<file path="src/include/frame_params.svh">
////////////////////////////////////////
// Timing and width constants for the grabber
// Default timing is SVGA 800x600, one pixel per clock
// One SRAM word holds one grey pixel
////////////////////////////////////////
`ifndef FRAME_PARAMS_SVH
`define FRAME_PARAMS_SVH

// Horizontal timing in pixels
`define FG_H_SYNC   128
`define FG_H_BACK   88
`define FG_H_ACT    800
`define FG_H_TOTAL  1056

// Vertical timing in lines
`define FG_V_SYNC   4
`define FG_V_BACK   23
`define FG_V_ACT    600
`define FG_V_TOTAL  628

// Data widths
`define FG_COLOR_W  10
`define FG_LUMA_W   8
`define FG_ADDR_W   20
`define FG_DATA_W   16
`define FG_CNT_W    13

// Luma weights, scaled by the divisor
`define FG_LUMA_R   299
`define FG_LUMA_G   587
`define FG_LUMA_B   114
`define FG_LUMA_DIV 1000

`endif
</file>
<file path="src/frame_pkg.sv">
////////////////////////////////////////
// Shared bundles for the frame grabber
// Sync levels are active low
// Pixel x and y are only valid while active is set
////////////////////////////////////////
`include "frame_params.svh"

package frame_pkg;

    typedef struct packed {
        logic [`FG_COLOR_W-1:0] r;
        logic [`FG_COLOR_W-1:0] g;
        logic [`FG_COLOR_W-1:0] b;
    } rgb_t;

    // Position inside the active window
    typedef struct packed {
        logic                 active;
        logic [`FG_CNT_W-1:0] x;
        logic [`FG_CNT_W-1:0] y;
    } pixel_pos_t;

    typedef struct packed {
        logic       hsync;
        logic       vsync;
        pixel_pos_t pos;
    } sync_t;

    typedef struct packed {
        logic [`FG_ADDR_W-1:0] addr;
        logic [`FG_DATA_W-1:0] wdata;
        logic                  we_n;
    } sram_req_t;

    typedef struct packed {
        rgb_t color;
        logic hsync;
        logic vsync;
        logic blank_n;
    } vga_t;

    typedef enum logic [1:0] {
        MODE_LIVE,
        MODE_CAPTURE,
        MODE_REPLAY
    } grab_mode_t;

endpackage

</file>
<file path="src/frame_grabber_top.sv">
////////////////////////////////////////
// Frame grabber with SRAM frame store
// Host supplies a pixel the cycle after pixel_req
// No back pressure toward the host
// SRAM enables and data pad live on the board
////////////////////////////////////////
`timescale 1ns/100ps
`include "frame_params.svh"

module frame_grabber_top #(
    parameter int H_SYNC  = `FG_H_SYNC,
    parameter int H_BACK  = `FG_H_BACK,
    parameter int H_ACT   = `FG_H_ACT,
    parameter int H_TOTAL = `FG_H_TOTAL,
    parameter int V_SYNC  = `FG_V_SYNC,
    parameter int V_BACK  = `FG_V_BACK,
    parameter int V_ACT   = `FG_V_ACT,
    parameter int V_TOTAL = `FG_V_TOTAL
) (
    input  logic                  iCLK,
    input  logic                  iRST_N,
    input  frame_pkg::rgb_t       rgb,
    input  logic                  draw,
    output logic                  pixel_req,
    output frame_pkg::vga_t       vga,
    output frame_pkg::sram_req_t  sram_req,
    input  logic [`FG_DATA_W-1:0] sram_rdata
);

    import frame_pkg::*;

    sync_t      timing;
    logic       frame_start;
    grab_mode_t mode;
    sram_req_t  cap_req;

    video_timing #(
        .H_SYNC  (H_SYNC),
        .H_BACK  (H_BACK),
        .H_ACT   (H_ACT),
        .H_TOTAL (H_TOTAL),
        .V_SYNC  (V_SYNC),
        .V_BACK  (V_BACK),
        .V_ACT   (V_ACT),
        .V_TOTAL (V_TOTAL)
    ) u_video_timing (
        .iCLK        (iCLK),
        .iRST_N      (iRST_N),
        .timing      (timing),
        .frame_start (frame_start),
        .pixel_req   (pixel_req)
    );

    grab_control u_grab_control (
        .iCLK        (iCLK),
        .iRST_N      (iRST_N),
        .draw        (draw),
        .frame_start (frame_start),
        .mode        (mode)
    );

    luma_capture #(
        .H_ACT (H_ACT)
    ) u_luma_capture (
        .iCLK    (iCLK),
        .iRST_N  (iRST_N),
        .mode    (mode),
        .timing  (timing),
        .rgb     (rgb),
        .cap_req (cap_req)
    );

    frame_store_port #(
        .H_ACT (H_ACT)
    ) u_frame_store_port (
        .iCLK      (iCLK),
        .iRST_N    (iRST_N),
        .mode      (mode),
        .pixel_req (pixel_req),
        .timing    (timing),
        .cap_req   (cap_req),
        .sram_req  (sram_req)
    );

    video_output u_video_output (
        .iCLK       (iCLK),
        .iRST_N     (iRST_N),
        .mode       (mode),
        .timing     (timing),
        .rgb        (rgb),
        .sram_rdata (sram_rdata),
        .vga        (vga)
    );

endmodule

</file>
<file path="src/video_output.sv">
////////////////////////////////////////
// Registered VGA bundle
// Colour is forced to zero outside the window
// Replay grey is padded with two low zero bits
////////////////////////////////////////
`timescale 1ns/100ps
`include "frame_params.svh"

module video_output (
    input  logic                  iCLK,
    input  logic                  iRST_N,
    input  frame_pkg::grab_mode_t mode,
    input  frame_pkg::sync_t      timing,
    input  frame_pkg::rgb_t       rgb,
    input  logic [`FG_DATA_W-1:0] sram_rdata,
    output frame_pkg::vga_t       vga
);

    import frame_pkg::*;

    localparam int PAD_W = `FG_COLOR_W - `FG_LUMA_W;

    logic [`FG_COLOR_W-1:0] grey;
    rgb_t                   pix;

    always_comb begin
        grey = {sram_rdata[`FG_LUMA_W-1:0], {PAD_W{1'b0}}};
        if (!timing.pos.active) begin
            pix = '0;
        end else if (mode == MODE_REPLAY) begin
            pix.r = grey;
            pix.g = grey;
            pix.b = grey;
        end else begin
            // Live and capture both show the host pixel
            pix = rgb;
        end
    end

    always_ff @(posedge iCLK or negedge iRST_N) begin
        if (!iRST_N) begin
            vga <= '0;
        end else begin
            vga.color   <= pix;
            vga.hsync   <= timing.hsync;
            vga.vsync   <= timing.vsync;
            vga.blank_n <= timing.hsync & timing.vsync;
        end
    end

endmodule

</file>
<file path="src/frame_store_port.sv">
////////////////////////////////////////
// SRAM request select for capture and replay
// Read address is set one cycle ahead of the pixel
// SRAM read data must be valid in the same cycle
////////////////////////////////////////
`timescale 1ns/100ps
`include "frame_params.svh"

module frame_store_port #(
    parameter int H_ACT = `FG_H_ACT
) (
    input  logic                  iCLK,
    input  logic                  iRST_N,
    input  frame_pkg::grab_mode_t mode,
    input  logic                  pixel_req,
    input  frame_pkg::sync_t      timing,
    input  frame_pkg::sram_req_t  cap_req,
    output frame_pkg::sram_req_t  sram_req
);

    import frame_pkg::*;

    localparam int AW = `FG_ADDR_W;
    localparam logic [AW-1:0] COL_LAST  = AW'(H_ACT - 1);
    localparam logic [AW-1:0] LINE_STEP = AW'(H_ACT);

    logic [AW-1:0] col;
    logic [AW-1:0] row_base;
    logic [AW-1:0] rd_addr;

    // Line base plus column, restarted during vertical sync
    always_ff @(posedge iCLK or negedge iRST_N) begin
        if (!iRST_N) begin
            col      <= '0;
            row_base <= '0;
            rd_addr  <= '0;
        end else if (!timing.vsync) begin
            col      <= '0;
            row_base <= '0;
        end else if ((mode == MODE_REPLAY) && pixel_req) begin
            rd_addr <= row_base + col;
            if (col == COL_LAST) begin
                col      <= '0;
                row_base <= row_base + LINE_STEP;
            end else begin
                col <= col + 1'b1;
            end
        end
    end

    always_comb begin
        if (mode == MODE_CAPTURE) begin
            sram_req = cap_req;
        end else begin
            sram_req.addr  = rd_addr;
            sram_req.wdata = '0;
            sram_req.we_n  = 1'b1;
        end
    end

endmodule

</file>
<file path="src/luma_capture.sv">
////////////////////////////////////////
// RGB to luma for every active capture pixel
// Uses the top 8 bits of each channel
// Write strobe is low for one cycle per pixel
////////////////////////////////////////
`timescale 1ns/100ps
`include "frame_params.svh"

module luma_capture #(
    parameter int H_ACT = `FG_H_ACT
) (
    input  logic                  iCLK,
    input  logic                  iRST_N,
    input  frame_pkg::grab_mode_t mode,
    input  frame_pkg::sync_t      timing,
    input  frame_pkg::rgb_t       rgb,
    output frame_pkg::sram_req_t  cap_req
);

    import frame_pkg::*;

    localparam int SUM_W = 20;
    localparam int AW    = `FG_ADDR_W;
    localparam int LW    = `FG_LUMA_W;
    localparam int TOP   = `FG_COLOR_W - 1;
    localparam int PAD_W = `FG_DATA_W - `FG_LUMA_W;

    logic [SUM_W-1:0] weighted;
    logic [SUM_W-1:0] quotient;
    logic [AW-1:0]    lin_addr;
    logic             capture;
    logic [AW-1:0]    addr_q;
    logic [LW-1:0]    luma_q;
    logic             we_n_q;

    always_comb begin
        weighted = SUM_W'(`FG_LUMA_R) * SUM_W'(rgb.r[TOP -: LW])
                 + SUM_W'(`FG_LUMA_G) * SUM_W'(rgb.g[TOP -: LW])
                 + SUM_W'(`FG_LUMA_B) * SUM_W'(rgb.b[TOP -: LW]);
        quotient = weighted / SUM_W'(`FG_LUMA_DIV);
        // Row major, one word per pixel
        lin_addr = AW'(timing.pos.x) + AW'(timing.pos.y) * AW'(H_ACT);
        capture  = (mode == MODE_CAPTURE) && timing.pos.active;
    end

    always_ff @(posedge iCLK) begin
        if (capture) begin
            addr_q <= lin_addr;
            luma_q <= quotient[LW-1:0];
        end
    end

    always_ff @(posedge iCLK or negedge iRST_N) begin
        if (!iRST_N) begin
            we_n_q <= 1'b1;
        end else begin
            we_n_q <= !capture;
        end
    end

    assign cap_req.addr  = addr_q;
    assign cap_req.wdata = {{PAD_W{1'b0}}, luma_q};
    assign cap_req.we_n  = we_n_q;

endmodule

</file>
<file path="src/grab_control.sv">
////////////////////////////////////////
// Live, capture and replay sequencing
// Mode only changes on a frame start
// A draw pulse is held until the next frame start
////////////////////////////////////////
`timescale 1ns/100ps

module grab_control (
    input  logic                  iCLK,
    input  logic                  iRST_N,
    input  logic                  draw,
    input  logic                  frame_start,
    output frame_pkg::grab_mode_t mode
);

    import frame_pkg::*;

    logic armed;

    always_ff @(posedge iCLK or negedge iRST_N) begin
        if (!iRST_N) begin
            armed <= 1'b0;
            mode  <= MODE_LIVE;
        end else begin
            // A new draw wins over the clear at a frame start
            if (draw) begin
                armed <= 1'b1;
            end else if (frame_start) begin
                armed <= 1'b0;
            end

            if (frame_start) begin
                if (armed) begin
                    mode <= MODE_CAPTURE;
                end else if (mode == MODE_CAPTURE) begin
                    mode <= MODE_REPLAY;
                end
            end
        end
    end

endmodule

</file>
<file path="src/video_timing.sv">
////////////////////////////////////////
// Raster counters with registered sync and window
// Counters wrap at total minus one
// Vertical count steps at horizontal count zero
// Back porch sums must be at least 2
////////////////////////////////////////
`timescale 1ns/100ps
`include "frame_params.svh"

module video_timing #(
    parameter int H_SYNC  = `FG_H_SYNC,
    parameter int H_BACK  = `FG_H_BACK,
    parameter int H_ACT   = `FG_H_ACT,
    parameter int H_TOTAL = `FG_H_TOTAL,
    parameter int V_SYNC  = `FG_V_SYNC,
    parameter int V_BACK  = `FG_V_BACK,
    parameter int V_ACT   = `FG_V_ACT,
    parameter int V_TOTAL = `FG_V_TOTAL
) (
    input  logic             iCLK,
    input  logic             iRST_N,
    output frame_pkg::sync_t timing,
    output logic             frame_start,
    output logic             pixel_req
);

    localparam int CW = `FG_CNT_W;
    localparam logic [CW-1:0] X_START  = CW'(H_SYNC + H_BACK);
    localparam logic [CW-1:0] X_END    = CW'(H_SYNC + H_BACK + H_ACT);
    localparam logic [CW-1:0] Y_START  = CW'(V_SYNC + V_BACK);
    localparam logic [CW-1:0] Y_END    = CW'(V_SYNC + V_BACK + V_ACT);
    localparam logic [CW-1:0] H_LAST   = CW'(H_TOTAL - 1);
    localparam logic [CW-1:0] V_LAST   = CW'(V_TOTAL - 1);
    localparam logic [CW-1:0] HS_END   = CW'(H_SYNC);
    localparam logic [CW-1:0] VS_END   = CW'(V_SYNC);

    logic [CW-1:0] h_cnt;
    logic [CW-1:0] v_cnt;
    logic [CW-1:0] h_nxt;
    logic [CW-1:0] v_nxt;

    function automatic logic in_window(input logic [CW-1:0] h, input logic [CW-1:0] v);
        return (h >= X_START) && (h < X_END) && (v >= Y_START) && (v < Y_END);
    endfunction

    always_comb begin
        h_nxt = (h_cnt == H_LAST) ? '0 : h_cnt + 1'b1;
        v_nxt = v_cnt;
        if (h_cnt == '0) begin
            v_nxt = (v_cnt == V_LAST) ? '0 : v_cnt + 1'b1;
        end
    end

    always_ff @(posedge iCLK or negedge iRST_N) begin
        if (!iRST_N) begin
            h_cnt <= '0;
            v_cnt <= '0;
        end else begin
            h_cnt <= h_nxt;
            v_cnt <= v_nxt;
        end
    end

    ////////////////////////////////////////
    // Registered outputs
    ////////////////////////////////////////
    always_ff @(posedge iCLK or negedge iRST_N) begin
        if (!iRST_N) begin
            timing      <= '0;
            frame_start <= 1'b0;
            pixel_req   <= 1'b0;
        end else begin
            timing.hsync      <= (h_cnt >= HS_END);
            timing.vsync      <= (v_cnt >= VS_END);
            timing.pos.active <= in_window(h_cnt, v_cnt);
            timing.pos.x      <= h_cnt - X_START;
            timing.pos.y      <= v_cnt - Y_START;
            frame_start       <= (h_cnt == '0) && (v_cnt == '0);
            // Next counts give the request one cycle ahead of active
            pixel_req         <= in_window(h_nxt, v_nxt);
        end
    end

endmodule

</file>
<file path="config.mk">
export PLATFORM = sky130hd
export DESIGN_NAME = frame_grabber_top
export DESIGN_NICKNAME = d
export VERILOG_FILES = /design/src/frame_pkg.sv /design/src/frame_grabber_top.sv /design/src/video_output.sv /design/src/frame_store_port.sv /design/src/luma_capture.sv /design/src/grab_control.sv /design/src/video_timing.sv
export VERILOG_INCLUDE_DIRS = /design/src /design/src/include
export SDC_FILE = /design/constraint.sdc
export NUM_CORES = 1
export LEC_CHECK = 0
export BUFFER_PORTS_ARGS = -buffer_cell sky130_fd_sc_hd__buf_2
export CORE_MARGIN = 1
export CORE_UTILIZATION = 60
export DETAILED_ROUTE_END_ITERATION = 12
export GPL_TIMING_DRIVEN = 0
export PLACE_DENSITY = 0.79
export SLEW_MARGIN = 20
export SYNTH_ARGS = -nofsm -noshare
export SYNTH_HDL_FRONTEND = slang
export SYNTH_SLANG_ARGS = --single-unit
</file>
<file path="constraint.sdc">
create_clock -name iCLK -period 4.25 [get_ports iCLK]
set_input_delay 0.2125 -clock iCLK [delete_from_list [all_inputs] [get_ports iCLK]]
set_output_delay 0.2125 -clock iCLK [all_outputs]
set_load 0.02 [all_outputs]
</file>
# After elaboration in Yosys (flattened, before gate mapping)
# Cells that the tools add are included.
# word_totals
out_inout_bits	71
ff_bits	182
inputBits	49
word_cells	89
# op_classes
n_eq_ne	7
div	1
add_sub_neg	10
n_mux	16
multipliers	4
bitwise_logic	1
order_cmp	10
n_reduce_logical	17
# ops
cell	count
2-to-1 mux 20 bit	6
2-to-1 mux 30 bit	2
less-than comparator 13 x 10 -> 1 bit, second input constant	4
>= comparator 13 x 8 -> 1 bit, second input constant	3
2-to-1 mux 13 bit	3
2-to-1 mux 37 bit	1
adder 13 x 1 -> 13 bit, second input constant	2
>= comparator 13 x 5 -> 1 bit, second input constant	2
zero test 13 bit	2
adder 13 x 20 -> 20 bit	1
adder 20 x 1 -> 20 bit, second input constant	1
adder 20 x 10 -> 20 bit, second input constant	1
adder 20 x 15 -> 20 bit	1
adder 20 bit	1
divider 20 x 10 -> 20 bit, second input constant	1
== test 20 x 10 -> 1 bit, second input constant	1
adder 17 x 18 -> 19 bit	1
multiplier 10 x 8 -> 18 bit, first input constant	1
multiplier 9 x 8 -> 17 bit, first input constant	1
multiplier 13 x 5 -> 15 bit, second input constant	1
multiplier 6 x 8 -> 14 bit, first input constant	1
== test 13 x 10 -> 1 bit, second input constant	1
== test 13 x 11 -> 1 bit, second input constant	1
>= comparator 13 x 3 -> 1 bit, second input constant	1
12 further kinds	26

# Depth between registers and ports, before layout
# Gate-level depths: netlist of run 1.
# depth
word_depth	6
depth_mapped	54
depth_no_buf	48

# Modules after synthesis
# Synthesis of run 1 repeated with hierarchy kept, for this count alone.
# hier_totals
hier_cells	1871
hier_area_um2	16965.0
# modules_own_cells
mod	instances	seq_area_each_um2	area_each_um2	cells_per_inst
luma_capture	1	867.1	9211.3	1070
frame_store_port	1	1376.3	3667.3	421
video_timing	1	1426.4	2747.6	266
video_output	1	825.8	1227.4	105
grab_control	1	75.1	111.4	9

# Worst setup path before layout of run 1
# OpenSTA, ideal clock, no wires.
# synth_timing
path_kind	input-to-reg
start	input port rgb[17] (netlist bit)
end	register u_luma_capture.luma_q[0] (data pin)
n_path_buf	3
t_arrival_ns	11.167
slack_ns	-7.189
path_stages	48
setup_time_ns	0.272
required_ns	3.978
cell_sequence	ha_1 ha_1 inv_1 fa_1 inv_1 fa_1 fa_1 inv_1 fa_1 inv_1 ha_1 a21oi_1 o21ai_0 a21o_1 a21oi_1 o21bai_1 a21o_1 xor2_1 (+12 left out) a211oi_2 o211ai_1 a221o_1 a21oi_2 a21oi_1 a211o_1 clkbuf_1 a311o_2 o221ai_4 o31ai_4 a211o_1 a211o_1 or2_0 clkbuf_1 o2111ai_1 o211ai_2 a31oi_1 o211ai_2
# synth_between
elab_chain_cells	4
# synth_lines
element	line	source
from (decl)	frame_grabber_top.sv:22	input frame_pkg::rgb_t rgb,
multiplier 10 x 8 -> 18 bit	luma_capture.sv:38	+ SUM_W'(`FG_LUMA_G) * SUM_W'(rgb.g[TOP -: LW])
adder 17 x 18 -> 19 bit	luma_capture.sv:37	weighted = SUM_W'(`FG_LUMA_R) * SUM_W'(rgb.r[TOP -: LW])
adder 20 x 15 -> 20 bit	luma_capture.sv:37	
divider 20 x 10 -> 20 bit	luma_capture.sv:40	quotient = weighted / SUM_W'(`FG_LUMA_DIV);
named net u_luma_capture.quotient[0]	luma_capture.sv:29	logic [SUM_W-1:0] quotient;
to (signal assigned)	luma_capture.sv:49	luma_q <= quotient[LW-1:0];
to (decl)	luma_capture.sv:33	logic [LW-1:0] luma_q;
# The timed path passes the listed nets, and every way through them passes these cells.
# A chain may end at the register's enable or synchronous reset.

# Worst setup path after layout of run 1
# Same ends and word-level chain as after synthesis.

==> key figures, run 1 <==
Synth
  – Yosys synthesis warning count: 0
  – Synth top area share: 0.224
  – Ys flop type: dfrtp_1
  – Post-synthesis cell count: 1761
  – Post-synthesis area per instance: 9.38 um^2
  – Async set-or-reset flop fraction in the synthesized netlist: 0.842
  – Cell taking the most area after synthesis: dfrtp_1
  – Post-synthesis cell type count: 115
  – FF+latch count, synth: 177
  – Seq/Total Area, Yosys: 0.277
  – Post-Syn Area: 0.0165 mm^2
  – Synth area leaders: dfrtp_1 22%, ha_1 14%, fa_1 8.4%
  – Post-synth EDFFs: 28

Clock network
  – Root buf cell: clkbuf_16
  – Clk sinks: 177
  – Clk Latency, worst-skew pair: 0.43 ns
  – Clk pin slew, worst setup/hold paths: 0.06 ns
  – CTS Buf Count: 17
  – H-Tree Depth: 4
  – Clock Path Buffers: 2
  – CTS tree: done

Final layout
  – Fin nets: 2332
  – Fillers: 1774
  – Fraction of layout cells with a size suffix above 1: 0.271
  – Area grow syn2layout: 24.8%
  – Core Util, Final: 0.765

Drt
  – Antenna Nets Post-Route: 0
  – Drt drc: 0
  – Drt pass-1 iters: 8
  – DRT iter0 DRCs: 1068
  – Drt wl/cell: 18.3 um
  – DR vias/cell: 5.95
  – Vias: 14200
  – Final WL: 43700 um

Worst setup path
  – Crit-path max FO: 6
  – Critical R2R Capture: u_frame_store_port.rd_addr[19]
  – Crit-path max cell delay: 0.53 ns
  – Nature of the critical path endpoint: flop
  – WP data arrival: 11.39 ns
  – Worst-case reg-to-reg path depth: 28
  – Worst path required time: 4.43 ns
  – Crit path max-delay cell type: fa_1
  – Register-to-register setup slack: 0.27 ns
  – Crit start category: input pin
  – Worst setup path category: input pin to flop
  – Worst r2r src: u_frame_store_port.row_base[6]

Placement
  – GP Congestion: 0.903
  – DP HPWL: 30800 um
  – Port-buffer cells: 103

Hold path
  – Worst Hold Launch: rgb[10]
  – Min-Delay Path Depth: 2
  – Hold crit path type: input pin to flop
  – Hold EP: u_video_output.vga[13]

Timing
  – Final Hold Viols: 0
  – Slew Limit Fails: 0
  – Final period util: 2.64
  – F_max: 0.0892 GHz
  – Slew @ Worst Pin: 1.24 ns
  – Max-slew headroom: 0.165
  – Final setup viols: 8
  – Setup Skew: 0.00915 ns
  – Unrepaired setup endpoints after global routing: true
  – Final WS setup: -6.96 ns
  – Minimum clock period: 11.21 ns

Global route
  – GR Overflow Total: 0
  – Pin count of the biggest net entering global routing: 78
  – Global-route wire length before repair: 68600 um
  – Total GRT Usage: 0.305
  – Vias in the first global route: 13800
  – Initial antenna violation count: 1

Floorplanning
  – Die height: 168 um
  – Die ar.: 0.0282 mm^2
  – Boundary Pins: 120
  – Starting Density: 0.613
  – Core Area: 0.0270 mm^2
  – Die width: 168 um
  – Core Rows: 60

Outcome
  – Status: finished, violations left
  – Failing checks: negative setup slack

Flow run
  – Maxcap violations: 0
==> Yosys cell counts (all sizes together), types with 4 or more instances <==
cell type,number
o311ai,4
a311oi,6
nor4,19
clkbuf,39
and3,24
or4,6
and2,31
fa,69
o21ai,87
a21o,22
o21bai,12
nand2,137
dfrtp,148
nand3,41
a211o,10
a211oi,18
nor2,106
or2,10
o311a,4
a31oi,15
o2111ai,8
o31a,4
o41ai,5
o21a,9
o31ai,8
nor2b,23
nand4,23
ha,186
xor2,66
and4,4
buf,25
xnor2,99
o211ai,16
mux2,30
a22oi,4
or3,12
mux2i,8
a2111oi,4
a21oi,79
inv,183
nor3,34
edfxtp,28
a21boi,29
nand2b,15
maj3,4
==> state kept, by name, indices dropped and copies added, names as in the netlist <==
signal                       flops
u_luma_capture.we_n_q            1
u_video_timing.v_cnt            13
u_video_timing.timing           29
u_luma_capture.addr_q           20
u_video_timing.frame_start       1
u_video_timing.h_cnt            13
u_video_timing.pixel_req         1
u_video_output.vga              33
u_grab_control.mode              2
u_frame_store_port.row_base     15
u_frame_store_port.rd_addr      20
u_frame_store_port.col          20
u_grab_control.armed             1
u_luma_capture.luma_q            8
==> per-layer routing <==
metal / share of wire / GRT usage
met1: 0.44 / 0.408
met4: 0.022 / 0.0882
met5: 0 / 0
met3: 0.054 / 0.0510
met2: 0.49 / 0.508
==> area by class of cell <==
| class | instances | area, um^2 | area share |
|---|---|---|---|
| clock buffer | 19 | 464 | 0.0225 |
| timing repair buffer | 246 | 1770 | 0.0860 |
| antenna | 3 | 7.51 | 0.000364 |
| inverter | 183 | 689 | 0.0334 |
| multi-input combinational | 1344 | 12200 | 0.594 |
| clock inverter | 13 | 100 | 0.00486 |
| sequential | 177 | 4570 | 0.222 |
| tap | 341 | 427 | 0.0207 |
| buffer | 59 | 339 | 0.0165 |
==> logic make-up (layout without fill, tap and decap cells) <==
group,Yosys count,in the layout,share of synthesized area
flip-flops,177,177,0.277
XOR/XNOR,165,165,0.0911
other,1,11,0.000227
adder cells (fa/ha/maj),259,259,0.227
AO/OA/AOI/OAI,381,381,0.170
multiplexers,38,38,0.0255
buffers and inverters,247,520,0.0596
AND/OR/NAND/NOR,493,493,0.149
==> worst max-delay path by stage <==
stage          startpoint                       end  slack [ns]  depth (start not counted)
2_1_floorplan     rgb[23]  u_luma_capture.luma_q[0]       -6.77                         46
3_3_place_gp      rgb[19]  u_luma_capture.luma_q[0]       -8.08                         48
3_5_place_dp      rgb[19]  u_luma_capture.luma_q[0]       -8.20                         46
4_1_cts           rgb[26]  u_luma_capture.luma_q[0]       -6.66                         49
5_1_grt           rgb[17]  u_luma_capture.luma_q[0]       -7.29                         48
6_report          rgb[17]  u_luma_capture.luma_q[0]       -6.96                         51
==> layout by cell type, fill, tap and decap left out, types with 30 or more instances in the layout <==
cell type	instances
nand2_1	128
buf_4	138
ha_1	160
dfrtp_1	147
clkbuf_1	30
inv_1	172
nor2_1	93
o21ai_0	63
xor2_1	61
nand3_1	38
fa_1	66
xnor2_1	84
buf_2	100
a21oi_1	61
==> critical path, delay by kind of cell <==
kind | cells | cell delay [ns]
fa+ha+maj | 8 | 3.11
xor+xnor | 3 | 0.42
buf+inv | 11 | 1.25
simple gates | 8 | 1.88
compound gates | 21 | 4.49
==> stage by stage <==
stage,setup WS (ns),hold slack (ns),TNS (ns),area (um^2),instances
6_report,-6.96,0.0242,-41.86,20600,2385
5_1_grt,-7.29,0.00767,-44.24,20600,2384
4_1_cts,-6.66,0.00900,-40.04,19900,2338
3_5_place_dp,-8.20,0.220,-50.76,17900,2213
3_3_place_gp,-8.08,0.380,-49.57,17800,2212
2_1_floorplan,-6.77,-0.0831,-40.97,16900,1768
==> what timing repair did <==
item,4_1_cts,5_1_grt
endpoints found under the setup margin,9,10
endpoints found under the hold margin,76,0
buffers inserted,95,45
hold buffers,2,0
cloned,0,0
pin swaps,79,64
resized for setup,155,72
Power of run 1 is not shown: default switching activity piles up to over one toggle a cycle in this logic, so the estimate is an artifact.
==> run 2, diff against run 1 <==
SYNTH_HIERARCHICAL = 1   (was unset)
==> key figures, run 2 <==
Synth
  – Synth area leaders: dfrtp_1 22%, ha_1 13%, fa_1 9.6%
  – Post-synthesis area per instance: 9.07 um^2
  – Synth top area share: 0.218
  – FF+latch count, synth: 177
  – Async set-or-reset flop fraction in the synthesized netlist: 0.842
  – Seq/Total Area, Yosys: 0.269
  – Top-count cell post-synth: inv_1
  – Cell taking the most area after synthesis: dfrtp_1
  – Post-synth EDFFs: 28
  – Post-Syn Area: 0.0170 mm^2
  – Ys flop type: dfrtp_1
  – Post-synthesis cell type count: 116
  – Yosys synthesis warning count: 6
  – Post-synth top cells: 223 x inv_1, 170 x ha_1, 156 x nand2_1
  – Post-synthesis cell count: 1871

Final layout
  – Most common cell after layout, fill and taps aside: inv_1
  – Top reg by flops: u_video_output/vga
  – Largest regs: u_video_output/vga x33, u_video_timing/timing x29
  – Area grow syn2layout: 19.3%
  – Fraction of layout cells with a size suffix above 1: 0.211
  – Fillers: 2097
  – Fin nets: 2382
  – Most frequent cells in the layout: 214 x inv_1, 165 x ha_1, 153 x nand2_1
  – Max reg flops: 33

Global route
  – Initial antenna violation count: 2
  – Global-route wire length before repair: 70300 um
  – Total GRT Usage: 0.302
  – GR Overflow Total: 0
  – Vias in the first global route: 14900
  – Pin count of the biggest net entering global routing: 90

Hold path
  – Worst Hold Launch: rgb[11]
  – Hold crit path type: input pin to flop
  – Hold EP: u_video_output/vga[14]
  – Min-Delay Path Depth: 2

Floorplanning
  – Core Rows: 61
  – Starting Density: 0.611
  – Die height: 170 um
  – Core Area: 0.0278 mm^2
  – Boundary Pins: 120
  – Die ar.: 0.0290 mm^2
  – Die width: 170 um

Worst setup path
  – Worst path required time: 4.50 ns
  – Crit-path max cell delay: 0.62 ns
  – Worst r2r src: u_video_timing/timing[2]
  – Crit-path most repeated cell: fa_1
  – Crit-path max FO: 10
  – Crit path max-delay cell type: fa_1
  – Nature of the critical path endpoint: flop
  – Worst-case reg-to-reg path depth: 16
  – Worst setup path category: input pin to flop
  – Crit start category: input pin
  – Register-to-register setup slack: 0.41 ns
  – WP data arrival: 11.98 ns
  – Critical R2R Capture: u_luma_capture/addr_q[19]

Clock network
  – Root buf cell: clkbuf_16
  – Clk pin slew, worst setup/hold paths: 0.08 ns
  – H-Tree Depth: 4
  – Clock Path Buffers: 2
  – Clk sinks: 177
  – CTS tree: done
  – Clk Latency, worst-skew pair: 0.44 ns
  – CTS Buf Count: 17

Flow run
  – Maxcap violations: 0

Drt
  – Drt pass-1 iters: 6
  – DR vias/cell: 6.06
  – DRT iter0 DRCs: 1024
  – Drt wl/cell: 17.6 um
  – Vias: 15000
  – Antenna Nets Post-Route: 0
  – Drt drc: 0
  – Final WL: 43600 um

Timing
  – Minimum clock period: 11.72 ns
  – Final Hold Viols: 0
  – Max-slew headroom: 0.303
  – Slew Limit Fails: 0
  – Slew @ Worst Pin: 1.04 ns
  – Final WS setup: -7.47 ns
  – Setup TNS: -43.53 ns
  – Final setup viols: 8
  – Worst hold slack: 0.0317 ns
  – Setup Skew: 0.0141 ns
  – Final period util: 2.76
  – Unrepaired setup endpoints after global routing: true
  – F_max: 0.0853 GHz

Placement
  – GP Congestion: 0.923
  – DP HPWL: 32200 um
  – Port-buffer cells: 103

Outcome
  – Status: finished, violations left
  – Failing checks: negative setup slack
[run 2: cell types whose count changed after synthesis, moves of 15 or more]
| cell | change |
|---|---|
| a21boi_0 | -26 |
| inv_1 | +42 |
| nand2_1 | +19 |
| ha_1 | -16 |
| nand3_1 | +15 |
| a21oi_1 | +24 |
| xnor2_1 | -25 |
| nor2b_1 | -16 |
| o21ai_1 | +19 |
[run 2: layout make-up]
cell class	count	area, um^2	share of cell area
antenna	1	2.50	0.000124
buffer	67	419	0.0207
clock buffer	17	425	0.0210
clock inverter	15	196	0.00970
inverter	225	847	0.0418
multi-input combinational	1406	12000	0.595
sequential	177	4570	0.226
tap	378	473	0.0234
timing repair buffer	188	1270	0.0628
[run 2: worst max path at each step]
stage,end,startpoint
2_1_floorplan,u_luma_capture/luma_q[0],rgb[4]
3_3_place_gp,u_luma_capture/luma_q[0],rgb[4]
3_5_place_dp,u_luma_capture/luma_q[0],rgb[3]
4_1_cts,u_luma_capture/luma_q[0],rgb[2]
5_1_grt,u_luma_capture/luma_q[0],rgb[2]
6_report,u_luma_capture/luma_q[0],rgb[3]
[run 2: timing repair]
item                                    in CTS  in global routing
pin swaps                                   57                 33
cloned                                       2                  0
setup buffers                               56                 18
endpoints found under the setup margin       8                  8
hold endpoints to repair                    66                  0
hold buffers                                 7                  0
gates resized for setup                     98                 48
[run 2: per-stage QoR]
step | cells | worst slack, ns | area, um^2 | utilization
final | 2474 | -7.47 | 20200 | 0.729
after global routing | 2474 | -7.84 | 20200 | 0.729
after CTS | 2457 | -7.24 | 19900 | 0.716
after detailed placement | 2362 | -8.60 | 18300 | 0.659
after global placement | 2359 | -8.33 | 18300 | 0.657
after floorplan | 1878 | -7.09 | 17300 | -
[run 2: logic make-up (layout without fill, tap and decap cells)]
| family | after synthesis | after routing | synth area share |
|---|---|---|---|
| and+or+nand+nor | 552 | 552 | 0.170 |
| AOI/OAI and AO/OA | 425 | 426 | 0.173 |
| buffers and inverters | 296 | 512 | 0.0738 |
| adders and majority gates | 253 | 253 | 0.222 |
| DFF | 177 | 177 | 0.269 |
| xor gates and xnor gates | 125 | 125 | 0.0645 |
| muxes | 41 | 41 | 0.0272 |
| other | 2 | 10 | 0.000443 |
[run 2: metal layers]
| layer | wire length, um | GRT usage |
|---|---|---|
| met5 | 13 | 0 |
| met4 | 1500 | 0.131 |
| met3 | 2020 | 0.0409 |
| met2 | 22500 | 0.555 |
| met1 | 17600 | 0.349 |
[run 2: worst max-delay path, delay by kind of cell]
family	cells	cell delay, ns
buffers and inverters	8	0.78
AND/OR/NAND/NOR	8	1.96
AO/OA/AOI/OAI	17	3.66
XOR/XNOR	1	0.14
multiplexers	6	2.03
adder cells (fa/ha/maj)	8	3.18
Power of run 2 is left out for the same reason.
